$ cat config.mk
export PLATFORM = sky130hd
export DESIGN_NAME = cam_bist_top
export DESIGN_NICKNAME = d
export VERILOG_FILES = /design/src/cam_bist_pkg.sv /design/src/cam_port_if.sv /design/src/cam_bist_top.sv /design/src/cam_bist_ctrl.sv /design/src/cam_match_checker.sv /design/src/cam_array.sv /design/src/cam_bist_inhandler.sv
export SDC_FILE = /design/constraint.sdc
export NUM_CORES = 1
export LEC_CHECK = 0
export BUFFER_PORTS_ARGS = -buffer_cell sky130_fd_sc_hd__clkbuf_2
export CORE_ASPECT_RATIO = 0.7
export CORE_MARGIN = 8
export CORE_UTILIZATION = 30
export CTS_BUF_LIST = sky130_fd_sc_hd__clkbuf_8 sky130_fd_sc_hd__clkbuf_16
export DETAILED_ROUTE_END_ITERATION = 16
export SLEW_MARGIN = 10
export SYNTH_ARGS = -nofsm -noshare
export SYNTH_HDL_FRONTEND = slang
export SYNTH_SLANG_ARGS = --single-unit
$ cat constraint.sdc
create_clock -name bist_clk -period 3.1 [get_ports bist_clk]
set_input_delay 0.31 -clock bist_clk [delete_from_list [all_inputs] [get_ports bist_clk]]
set_output_delay 0.31 -clock bist_clk [all_outputs]
set_load 0.01 [all_outputs]
$ cat src/cam_bist_pkg.sv
package cam_bist_pkg;

   // --------------------
   // CAM geometry
   // --------------------
   localparam int CAM_DATA_W  = 16;
   localparam int CAM_ENTRIES = 16;
   localparam int CAM_IDX_W   = 4;

   // One CAM word, one entry index, one bit per entry
   typedef logic [CAM_DATA_W-1:0]  cam_data_t;
   typedef logic [CAM_IDX_W-1:0]   cam_idx_t;
   typedef logic [CAM_ENTRIES-1:0] cam_match_t;

   // --------------------
   // Register port
   // --------------------
   typedef logic [2:0]  wb_addr_t;
   typedef logic [31:0] wb_data_t;

   // Word addresses of the register map
   localparam wb_addr_t REG_CTRL     = 3'd0;
   localparam wb_addr_t REG_PATTERN  = 3'd1;
   localparam wb_addr_t REG_STATUS   = 3'd2;
   localparam wb_addr_t REG_FAIL_IDX = 3'd3;
   localparam wb_addr_t REG_FUNC_WR  = 3'd4;
   localparam wb_addr_t REG_FUNC_KEY = 3'd5;
   localparam wb_addr_t REG_MATCH    = 3'd6;

   // Self-test sequencer states
   typedef enum logic [2:0] {
      IDLE,
      WRITE,
      SEARCH,
      SEARCH_WAIT,
      MASK_SEARCH,
      MASK_WAIT,
      DONE
   } bist_state_t;

endpackage
$ cat src/cam_port_if.sv
`timescale 1ns/1ps

interface cam_port_if import cam_bist_pkg::*; (
   input logic bist_clk
);

   // Write port into the array
   logic       wr_en;
   cam_idx_t   wr_idx;
   cam_data_t  wr_data;

   // Search strobe and key
   logic       cm_en;
   cam_data_t  cm_data;

   // Registered search result, one cycle after cm_en
   cam_match_t match;
   logic       match_valid;

   // Input handler side, drives writes and searches
   modport handler (
      input  bist_clk,
      output wr_en, wr_idx, wr_data, cm_en, cm_data
   );

   // Storage side
   modport array (
      input  bist_clk,
      input  wr_en, wr_idx, wr_data, cm_en, cm_data,
      output match, match_valid
   );

   // Result checker only watches
   modport monitor (
      input  bist_clk,
      input  cm_data, match, match_valid
   );

endinterface

$ cat src/cam_bist_top.sv
`timescale 1ns/1ps

module cam_bist_top import cam_bist_pkg::*; #(
   parameter int MASK_PASSES = 4
) (
   input  logic     bist_clk,
   input  logic     rst_b,
   input  logic     wb_cyc,
   input  logic     wb_stb,
   input  logic     wb_we,
   input  wb_addr_t wb_adr,
   input  wb_data_t wb_dat_w,
   output wb_data_t wb_dat_r,
   output logic     wb_ack
);

   // Controller to handler
   logic       bist_mode;
   logic       invert;
   logic       mask_en;
   logic       rotate;
   logic       mask_clear;
   logic       bist_wr_en;
   cam_idx_t   bist_wr_idx;
   cam_data_t  bist_wr_data;
   logic       func_wr_en;
   cam_idx_t   func_wr_idx;
   cam_data_t  func_wr_data;
   logic       func_cm_en;
   cam_data_t  func_key;

   // Controller and checker
   logic       check_en;
   logic       checker_clear;
   cam_data_t  exp_base;
   logic       exp_invert;
   logic       fail;
   logic [7:0] fail_count;
   cam_idx_t   fail_idx;

   // --------------------
   // CAM port bundle
   // --------------------
   cam_port_if cam (.bist_clk(bist_clk));

   cam_bist_ctrl #(
      .MASK_PASSES(MASK_PASSES)
   ) u_ctrl (
      .bist_clk(bist_clk), .rst_b(rst_b),
      .wb_cyc(wb_cyc), .wb_stb(wb_stb), .wb_we(wb_we), .wb_adr(wb_adr),
      .wb_dat_w(wb_dat_w), .wb_dat_r(wb_dat_r), .wb_ack(wb_ack),
      .bist_mode(bist_mode), .invert(invert), .mask_en(mask_en),
      .rotate(rotate), .mask_clear(mask_clear),
      .bist_wr_en(bist_wr_en), .bist_wr_idx(bist_wr_idx), .bist_wr_data(bist_wr_data),
      .func_wr_en(func_wr_en), .func_wr_idx(func_wr_idx), .func_wr_data(func_wr_data),
      .func_cm_en(func_cm_en), .func_key(func_key),
      .check_en(check_en), .checker_clear(checker_clear),
      .exp_base(exp_base), .exp_invert(exp_invert),
      .fail(fail), .fail_count(fail_count), .fail_idx(fail_idx),
      .last_match(cam.match)
   );

   cam_bist_inhandler u_inhandler (
      .bist_clk(bist_clk), .rst_b(rst_b),
      .bist_mode(bist_mode), .invert(invert), .mask_en(mask_en),
      .rotate(rotate), .mask_clear(mask_clear),
      .bist_wr_en(bist_wr_en), .bist_wr_idx(bist_wr_idx), .bist_wr_data(bist_wr_data),
      .func_wr_en(func_wr_en), .func_wr_idx(func_wr_idx), .func_wr_data(func_wr_data),
      .func_cm_en(func_cm_en), .func_key(func_key),
      .cam(cam.handler)
   );

   cam_array u_array (.bist_clk(bist_clk), .rst_b(rst_b), .cam(cam.array));

   // Checks only while the self-test owns the array
   cam_match_checker u_checker (
      .bist_clk(bist_clk), .rst_b(rst_b),
      .check_en(check_en), .clear(checker_clear),
      .exp_base(exp_base), .exp_invert(exp_invert),
      .cam(cam.monitor),
      .fail(fail), .fail_count(fail_count), .fail_idx(fail_idx)
   );

endmodule

$ cat src/cam_bist_ctrl.sv
`timescale 1ns/1ps

module cam_bist_ctrl import cam_bist_pkg::*; #(
   parameter int MASK_PASSES = 4
) (
   input  logic       bist_clk,
   input  logic       rst_b,
   input  logic       wb_cyc,
   input  logic       wb_stb,
   input  logic       wb_we,
   input  wb_addr_t   wb_adr,
   input  wb_data_t   wb_dat_w,
   output wb_data_t   wb_dat_r,
   output logic       wb_ack,
   output logic       bist_mode,
   output logic       invert,
   output logic       mask_en,
   output logic       rotate,
   output logic       mask_clear,
   output logic       bist_wr_en,
   output cam_idx_t   bist_wr_idx,
   output cam_data_t  bist_wr_data,
   output logic       func_wr_en,
   output cam_idx_t   func_wr_idx,
   output cam_data_t  func_wr_data,
   output logic       func_cm_en,
   output cam_data_t  func_key,
   output logic       check_en,
   output logic       checker_clear,
   output cam_data_t  exp_base,
   output logic       exp_invert,
   input  logic       fail,
   input  logic [7:0] fail_count,
   input  cam_idx_t   fail_idx,
   input  cam_match_t last_match
);

   bist_state_t state;
   cam_data_t   pattern;
   logic        cfg_cmp_only;
   logic        cfg_invert;
   logic        busy;
   logic        done;
   cam_idx_t    idx;
   logic [3:0]  pass_cnt;
   logic        key_go;
   logic        srch_d;
   cam_match_t  match_q;
   logic        wb_req;
   logic        wb_wr;
   logic        start;

   // --------------------
   // Wishbone slave
   // --------------------
   assign wb_req = wb_cyc && wb_stb;
   // Writes land in the ack cycle
   assign wb_wr  = wb_req && wb_we && wb_ack;
   assign start  = wb_wr && (wb_adr == REG_CTRL) && wb_dat_w[0] && !busy;

   // Ack one cycle after the request, drops with stb
   always_ff @(posedge bist_clk) begin
      if (!rst_b) begin
         wb_ack <= 1'b0;
      end else begin
         wb_ack <= wb_req && !wb_ack;
      end
   end

   // Read data registered alongside ack
   always_ff @(posedge bist_clk) begin
      if (wb_req && !wb_ack) begin
         case (wb_adr)
            REG_CTRL:     wb_dat_r <= {29'd0, cfg_invert, cfg_cmp_only, 1'b0};
            REG_PATTERN:  wb_dat_r <= {16'd0, pattern};
            REG_STATUS:   wb_dat_r <= {16'd0, fail_count, 5'd0, fail, done, busy};
            REG_FAIL_IDX: wb_dat_r <= {28'd0, fail_idx};
            REG_MATCH:    wb_dat_r <= {16'd0, match_q};
            default:      wb_dat_r <= '0;
         endcase
      end
   end

   // Configuration is frozen while the self-test runs
   always_ff @(posedge bist_clk) begin
      if (!rst_b) begin
         pattern      <= '0;
         cfg_cmp_only <= 1'b0;
         cfg_invert   <= 1'b0;
      end else if (wb_wr && !busy) begin
         if (wb_adr == REG_CTRL) begin
            cfg_cmp_only <= wb_dat_w[1];
            cfg_invert   <= wb_dat_w[2];
         end
         if (wb_adr == REG_PATTERN) begin
            pattern <= wb_dat_w[CAM_DATA_W-1:0];
         end
      end
   end

   // --------------------
   // Functional path
   // --------------------
   // Strobes, dropped while busy
   always_ff @(posedge bist_clk) begin
      if (!rst_b) begin
         func_wr_en <= 1'b0;
         key_go     <= 1'b0;
      end else begin
         func_wr_en <= wb_wr && (wb_adr == REG_FUNC_WR) && !busy;
         key_go     <= wb_wr && (wb_adr == REG_FUNC_KEY) && !busy;
      end
   end

   // Payload for the strobes above
   always_ff @(posedge bist_clk) begin
      if (wb_wr && (wb_adr == REG_FUNC_WR)) begin
         func_wr_idx  <= wb_dat_w[19:16];
         func_wr_data <= wb_dat_w[15:0];
      end
      if (wb_wr && (wb_adr == REG_FUNC_KEY)) begin
         func_key <= wb_dat_w[15:0];
      end
   end

   // Last match vector, taken one cycle after any search
   always_ff @(posedge bist_clk) begin
      if (!rst_b) begin
         srch_d  <= 1'b0;
         match_q <= '0;
      end else begin
         srch_d <= func_cm_en;
         if (srch_d) begin
            match_q <= last_match;
         end
      end
   end

   // --------------------
   // Self-test FSM
   // --------------------
   always_ff @(posedge bist_clk) begin
      if (!rst_b) begin
         state    <= IDLE;
         busy     <= 1'b0;
         done     <= 1'b0;
         idx      <= '0;
         pass_cnt <= '0;
      end else begin
         case (state)
            IDLE: begin
               if (start) begin
                  busy  <= 1'b1;
                  done  <= 1'b0;
                  idx   <= '0;
                  // Compare-only leaves the loaded contents alone
                  state <= wb_dat_w[1] ? SEARCH : WRITE;
               end
            end
            WRITE: begin
               idx <= idx + 1'b1;
               if (idx == cam_idx_t'(CAM_ENTRIES-1)) begin
                  state <= SEARCH;
               end
            end
            SEARCH:      state <= SEARCH_WAIT;
            SEARCH_WAIT: begin
               pass_cnt <= '0;
               state    <= MASK_SEARCH;
            end
            MASK_SEARCH: state <= MASK_WAIT;
            MASK_WAIT: begin
               if (pass_cnt == 4'(MASK_PASSES-1)) begin
                  if (idx == cam_idx_t'(CAM_ENTRIES-1)) begin
                     state <= DONE;
                  end else begin
                     idx   <= idx + 1'b1;
                     state <= SEARCH;
                  end
               end else begin
                  pass_cnt <= pass_cnt + 1'b1;
                  state    <= MASK_SEARCH;
               end
            end
            // Last result has reached the fail flag by now
            DONE: begin
               busy  <= 1'b0;
               done  <= 1'b1;
               state <= IDLE;
            end
            default: state <= IDLE;
         endcase
      end
   end

   // Sequencer outputs decoded from state
   assign bist_mode     = busy;
   assign invert        = cfg_invert;
   assign bist_wr_en    = (state == WRITE);
   assign bist_wr_idx   = idx;
   assign bist_wr_data  = {pattern[CAM_DATA_W-1:CAM_IDX_W], idx};
   assign mask_en       = (state == MASK_SEARCH);
   assign rotate        = (state == MASK_SEARCH); // advance after each masked key
   assign func_cm_en    = key_go || (state == SEARCH) || (state == MASK_SEARCH);

   // Full run restarts the mask, compare-only keeps its position
   assign mask_clear    = start && !wb_dat_w[1];
   assign checker_clear = start;
   assign check_en      = busy;
   assign exp_base      = pattern;
   assign exp_invert    = cfg_invert;

endmodule

$ cat src/cam_match_checker.sv
`timescale 1ns/1ps

module cam_match_checker import cam_bist_pkg::*; (
   input  logic       bist_clk,
   input  logic       rst_b,
   input  logic       check_en,
   input  logic       clear,
   input  cam_data_t  exp_base,
   input  logic       exp_invert,
   cam_port_if.monitor cam,
   output logic       fail,
   output logic [7:0] fail_count,
   output cam_idx_t   fail_idx
);

   cam_data_t  key_q;
   cam_data_t  bg;
   cam_match_t exp_match;
   logic       mismatch;

   // Key of the search whose result shows up next cycle
   always_ff @(posedge bist_clk) begin
      key_q <= cam.cm_data;
   end

   // --------------------
   // Expected match
   // --------------------
   // Array holds background XOR invert with the index in the low bits
   assign bg = exp_base ^ {CAM_DATA_W{exp_invert}};

   always_comb begin
      exp_match = '0;
      // Upper bits select whether any entry should hit
      if (key_q[CAM_DATA_W-1:CAM_IDX_W] == bg[CAM_DATA_W-1:CAM_IDX_W]) begin
         exp_match[key_q[CAM_IDX_W-1:0]] = 1'b1;
      end
   end

   assign mismatch = cam.match_valid && check_en && (cam.match != exp_match);

   // --------------------
   // Fail status
   // --------------------
   always_ff @(posedge bist_clk) begin
      if (!rst_b) begin
         fail       <= 1'b0;
         fail_count <= '0;
         fail_idx   <= '0;
      end else if (clear) begin
         fail       <= 1'b0;
         fail_count <= '0;
         fail_idx   <= '0;
      end else if (mismatch) begin
         fail <= 1'b1;
         // Count saturates at 255
         if (fail_count != 8'hff) begin
            fail_count <= fail_count + 8'd1;
         end
         // Only the first failing entry is kept
         if (!fail) begin
            fail_idx <= key_q[CAM_IDX_W-1:0];
         end
      end
   end

endmodule

$ cat src/cam_array.sv
`timescale 1ns/1ps

module cam_array import cam_bist_pkg::*; (
   input  logic bist_clk,
   input  logic rst_b,
   cam_port_if.array cam
);

   cam_data_t  mem [CAM_ENTRIES];
   cam_match_t valid;
   cam_match_t hit;

   // --------------------
   // Storage
   // --------------------
   // Word contents, no reset
   always_ff @(posedge bist_clk) begin
      if (cam.wr_en) begin
         mem[cam.wr_idx] <= cam.wr_data;
      end
   end

   // Entry valid bits, empty after reset
   always_ff @(posedge bist_clk) begin
      if (!rst_b) begin
         valid <= '0;
      end else if (cam.wr_en) begin
         valid[cam.wr_idx] <= 1'b1;
      end
   end

   // --------------------
   // Search
   // --------------------
   // Parallel compare of every valid entry against the key
   always_comb begin
      for (int i = 0; i < CAM_ENTRIES; i++) begin
         hit[i] = valid[i] && (mem[i] == cam.cm_data);
      end
   end

   // Result registered on the strobe
   always_ff @(posedge bist_clk) begin
      if (cam.cm_en) begin
         cam.match <= hit;
      end
   end

   // One-cycle valid pulse behind each strobe
   always_ff @(posedge bist_clk) begin
      if (!rst_b) begin
         cam.match_valid <= 1'b0;
      end else begin
         cam.match_valid <= cam.cm_en;
      end
   end

endmodule

$ cat src/cam_bist_inhandler.sv
`timescale 1ns/1ps

module cam_bist_inhandler import cam_bist_pkg::*; (
   input  logic       bist_clk,
   input  logic       rst_b,
   input  logic       bist_mode,
   input  logic       invert,
   input  logic       mask_en,
   input  logic       rotate,
   input  logic       mask_clear,
   input  logic       bist_wr_en,
   input  cam_idx_t   bist_wr_idx,
   input  cam_data_t  bist_wr_data,
   input  logic       func_wr_en,
   input  cam_idx_t   func_wr_idx,
   input  cam_data_t  func_wr_data,
   input  logic       func_cm_en,
   input  cam_data_t  func_key,
   cam_port_if.handler cam
);

   cam_data_t mask;
   cam_data_t wr_data_inv;
   cam_data_t cmp_data;

   // --------------------
   // Rotating flip mask
   // --------------------
   // Circular one-hot that comes out of reset at bit 0
   always_ff @(posedge bist_clk) begin
      if (!rst_b) begin
         mask <= cam_data_t'(1);
      end else if (mask_clear) begin
         mask <= cam_data_t'(1);
      end else if (rotate) begin
         // Bit 15 wraps back into bit 0
         mask <= {mask[CAM_DATA_W-2:0], mask[CAM_DATA_W-1]};
      end
   end

   // --------------------
   // Data generation
   // --------------------
   // Background bits invert while the index in the low bits stays as is
   assign wr_data_inv = bist_wr_data ^ {{(CAM_DATA_W-CAM_IDX_W){invert}}, {CAM_IDX_W{1'b0}}};

   // Compare key flips the single mask bit when masking is on
   assign cmp_data = wr_data_inv ^ ({CAM_DATA_W{mask_en}} & mask);

   // --------------------
   // Mode select
   // --------------------
   assign cam.wr_en   = bist_mode ? bist_wr_en  : func_wr_en;
   assign cam.wr_idx  = bist_mode ? bist_wr_idx : func_wr_idx;
   assign cam.wr_data = bist_mode ? wr_data_inv : func_wr_data;

   // The controller raises the shared search strobe for both paths
   assign cam.cm_en   = func_cm_en;
   assign cam.cm_data = bist_mode ? cmp_data : func_key;

endmodule

==> results by group <==
Clock network
  • H-Tree Depth: 2
  • Clock transition at path regs: 60 ps
  • TritonCTS clock tree: done
  • Worst skew pair latency: about 550 ps
  • # clock sinks: approximately 440
  • Clock root cell: clkbuf_16
  • CTS max path bufs: 3
  • TritonCTS Buffers: between 40 and 50

Min path
  • Hold Crit Depth: 1
  • Startpoint of the worst hold path: wb_dat_w[8]
  • Hold path endpoint: u_ctrl.func_wr_data[8]
  • HP Class: input pin to flop

Pwr
  • Power density over the cells: between 500 and 600 nW/um^2
  • Worst IR Drop VDD: about 400 uV
  • Logic pwr share: 0.063
  • Power Internal: 9.37 mW
  • Clock share of power: 0.413
  • Register share of total power: 0.524
  • P_leak: about 7.6 nW
  • Switching share of total power: 0.224
  • Net switching power: roughly 2.7 mW

Floorplan
  • Die X: 315 um
  • Area of the die: 70900 um^2
  • Placeable Area: 61700 um^2
  • Initial Util: 0.304
  • Rows: 76
  • I/O pins: 73
  • Die Y-Extent: approximately 230 um

Timing
  • Worst-Margin Slew: a little over 800 ps
  • Slew Limit Fails: 0
  • Setup Viol. Count Final: 0
  • RSZ-0062 raised after global routing: no
  • F_max: 343 MHz
  • TNS Setup: 0 ps
  • Fin. Hold Viols: 0
  • Hold Slack: ~43 ps
  • Crit path time final: a little under 3000 ps
  • Clock Skew: around 17 ps
  • Final Cycle Share: 0.940
  • Max-slew headroom: 0.457

Final layout
  • Fin cells: approximately 2400
  • Area delta synth->final: 18.8%
  • Layout fillers: about 6000
  • Post-layout util: 0.361
  • Nets: 1626
  • Layout cells sized above 1: 0.160

Placed design
  • Dpl cells: around 2300
  • Input/output buffers: 44
  • HPWL after detailed placement: between 30000 and 40000 um
  • GPL Wtd Cong: 0.830

Detailed routing
  • Via density: 4.87
  • Final wirelength: slightly above 50000 um
  • Drt wl/cell: roughly 21 um
  • Vias: 11900
  • Detail Route Antenna Nets: 0
  • Drt first pass iters: 5
  • # DRC: 0
  • DRT iter0 DRCs: around 1100

Setup path
  • CP Class: flop to flop
  • Worst r2r src: u_ctrl.state[1]
  • Nature of the critical path endpoint: flop
  • FF-to-FF End: u_array.cam.match[9]
  • CP Data Arrival Time: 3180 ps
  • Critical path startpoint category: flop
  • Max Fanout on Critical Path: 15
  • Worst EP required: 3370 ps
  • Internal reg-to-reg setup slack: approximately 190 ps
  • Worst R2R Path Depth: 12

Yosys
  • Most frequent cells after synthesis: 324 x edfxtp_1, 219 x xor2_1, 124 x nand2_1
  • Post-synthesis sequential area ratio: 0.638
  • Count leader, synth: edfxtp_1
  • Yosys top cell area share: 0.519
  • Number of synthesized register bits: about 440
  • Synth warn: 0
  • Netlist Area Pre-Place: 18800 um^2
  • Synth cell types: 65
  • Top post-synthesis cells by area: edfxtp_1 52%, dfxtp_1 12%, xor2_1 10%, xnor2_1 4.0%, nand2_1 2.5%
  • Syn avg cell area: 13.0 um^2
  • Yosys top cell by area: edfxtp_1
  • Post-synth top flop: edfxtp_1
  • Gate count after technology mapping: approximately 1400
  • Ys async rst share: 0
  • Number of flops mapped to enable cells by yosys: ~320

Global routing
  • GRT Residual Overflow: 0
  • Largest net degree at the start of global routing: 29
  • Vias in the first global route: roughly 11000
  • Global-route wire length before repair: 75000 um
  • Initial antenna violation count: 3
  • Total track usage: 0.141

Outcome
  • Status: finished, final reports clean

Job
  • Max_cap viols: 0
[metrics by stage]
stage	worst slack, ps	area, um^2	power, mW
after floorplan	449	18800	6.82
after global placement	101	20700	7.18
after detailed placement	95.5	20700	7.19
after CTS	91.9	22200	12.2
after global routing	8.35	22300	12.4
final	187	22300	12.1
[metal layers]
layer,wire length [um],vias to the layer above,track usage
li1,-,5420,-
met1,24400,5967,0.209
met2,22100,399,0.210
met3,3900,71,0.0290
met4,899,2,0.0297
met5,14,-,0
[critical path: stages (launching register included)]
cell and delay [ps]:
dfxtp_1 310, nand2b_2 240, nor2_4 150, buf_12 150, buf_4 110, nand2_1 70
xor2_1 190, mux2i_4 190, buf_12 220, xnor2_1 80, nor4_1 310, nand4_1 130
nor4_1 460
[flip-flops by register name, summed over array words and instances, names as in the netlist, 3 cells and up]
| signal | count |
|---|---|
| u_ctrl.func_key | 16 |
| u_checker.key_q | 16 |
| u_checker.fail_idx | 4 |
| u_ctrl.func_wr_idx | 4 |
| u_ctrl.exp_base | 16 |
| u_ctrl.match_q | 16 |
| u_ctrl.wb_dat_r | 16 |
| u_ctrl.func_wr_data | 16 |
| u_inhandler.mask | 16 |
| u_array.cam.match | 16 |
| u_ctrl.state | 3 |
| u_ctrl.bist_wr_idx | 4 |
| u_ctrl.pass_cnt | 4 |
| u_array.mem | 256 |
| u_checker.fail_count | 8 |
| u_array.valid | 16 |
[worst max-delay path by stage]
stage / startpoint / endpoint / slack [ps] / cells after the start
floorplan: u_ctrl.bist_mode / u_array.mem[9][0] / 450 / 6
CTS: u_ctrl.exp_base[5] / u_checker.fail_count[7] / 90 / 10
global route: u_ctrl.state[1] / u_array.cam.match[0] / 8 / 12
global placement: u_ctrl.exp_base[5] / u_checker.fail_count[7] / 100 / 10
finish: u_ctrl.state[1] / u_array.cam.match[9] / 190 / 12
detailed placement: u_ctrl.exp_base[5] / u_checker.fail_count[7] / 100 / 10
[power groups by stage]
stage / Combinational, mW / Clock, mW / Sequential [mW]
floorplan: 0.378 / 0 / 6.44
global placement: 0.734 / 0 / 6.45
detailed placement: 0.739 / 0 / 6.45
CTS: 0.755 / 5.08 / 6.32
global route: 0.797 / 5.32 / 6.32
finish: 0.759 / 4.99 / 6.32
[placed cells by master, fill, tap and decap left out, types with 6 or more instances in the layout]
cell type | synthesis | final
nand4_1 | 55 | 55
o21a_1 | 17 | 17
nor4_1 | 35 | 34
conb_1 | 1 | 16
o21ai_0 | 24 | 22
inv_1 | 26 | 39
nor2_1 | 78 | 77
dfxtp_1 | 112 | 111
nand3_1 | 8 | 8
a21boi_0 | 17 | 17
nor2b_1 | 27 | 27
clkbuf_2 | 0 | 44
xnor2_1 | 85 | 85
a31oi_1 | 8 | 8
a41o_1 | 6 | 6
mux2i_1 | 32 | 32
o211ai_1 | 6 | 6
nor3_1 | 12 | 12
a22o_1 | 11 | 11
dlygate4sd3_1 | 0 | 14
edfxtp_1 | 324 | 324
xor2_1 | 219 | 219
nand2b_1 | 9 | 9
clkbuf_16 | 0 | 44
clkbuf_8 | 0 | 7
a21oi_2 | 6 | 16
mux2i_4 | 5 | 12
buf_12 | 0 | 17
nand2_1 | 124 | 124
o41ai_1 | 6 | 6
buf_4 | 20 | 85
a21oi_1 | 44 | 32
[logic make-up after synthesis]
family	share of synthesized area
AOI/OAI and AO/OA	0.0608
xor gates and xnor gates	0.142
adders and majority gates	0.00200
buffers and inverters	0.0265
DFF	0.638
muxes	0.0294
other	0.000200
and+or+nand+nor	0.101
[final cells by class]
cell class / instances / area (um^2) / share of cell area
Sequential cell: 436 / 12000 / 0.537
Multi-Input combinational cell: 915 / 6510 / 0.292
Timing Repair Buffer: 160 / 1340 / 0.0601
Clock buffer: 51 / 1200 / 0.0537
Tap cell: 819 / 1020 / 0.0460
Clock inverter: 26 / 140 / 0.00629
Inverter: 28 / 105 / 0.00471
Antenna cell: 1 / 2.50 / 0.000112
[repair_timing]
action / in CTS / in global routing
buffers inserted: 0 / 5
endpoints found under the setup margin: 0 / 15
gates resized for setup: 0 / 3
hold buffers: 14 / 0
endpoints found under the hold margin: 23 / 0
(Power assumes the default switching activity.)
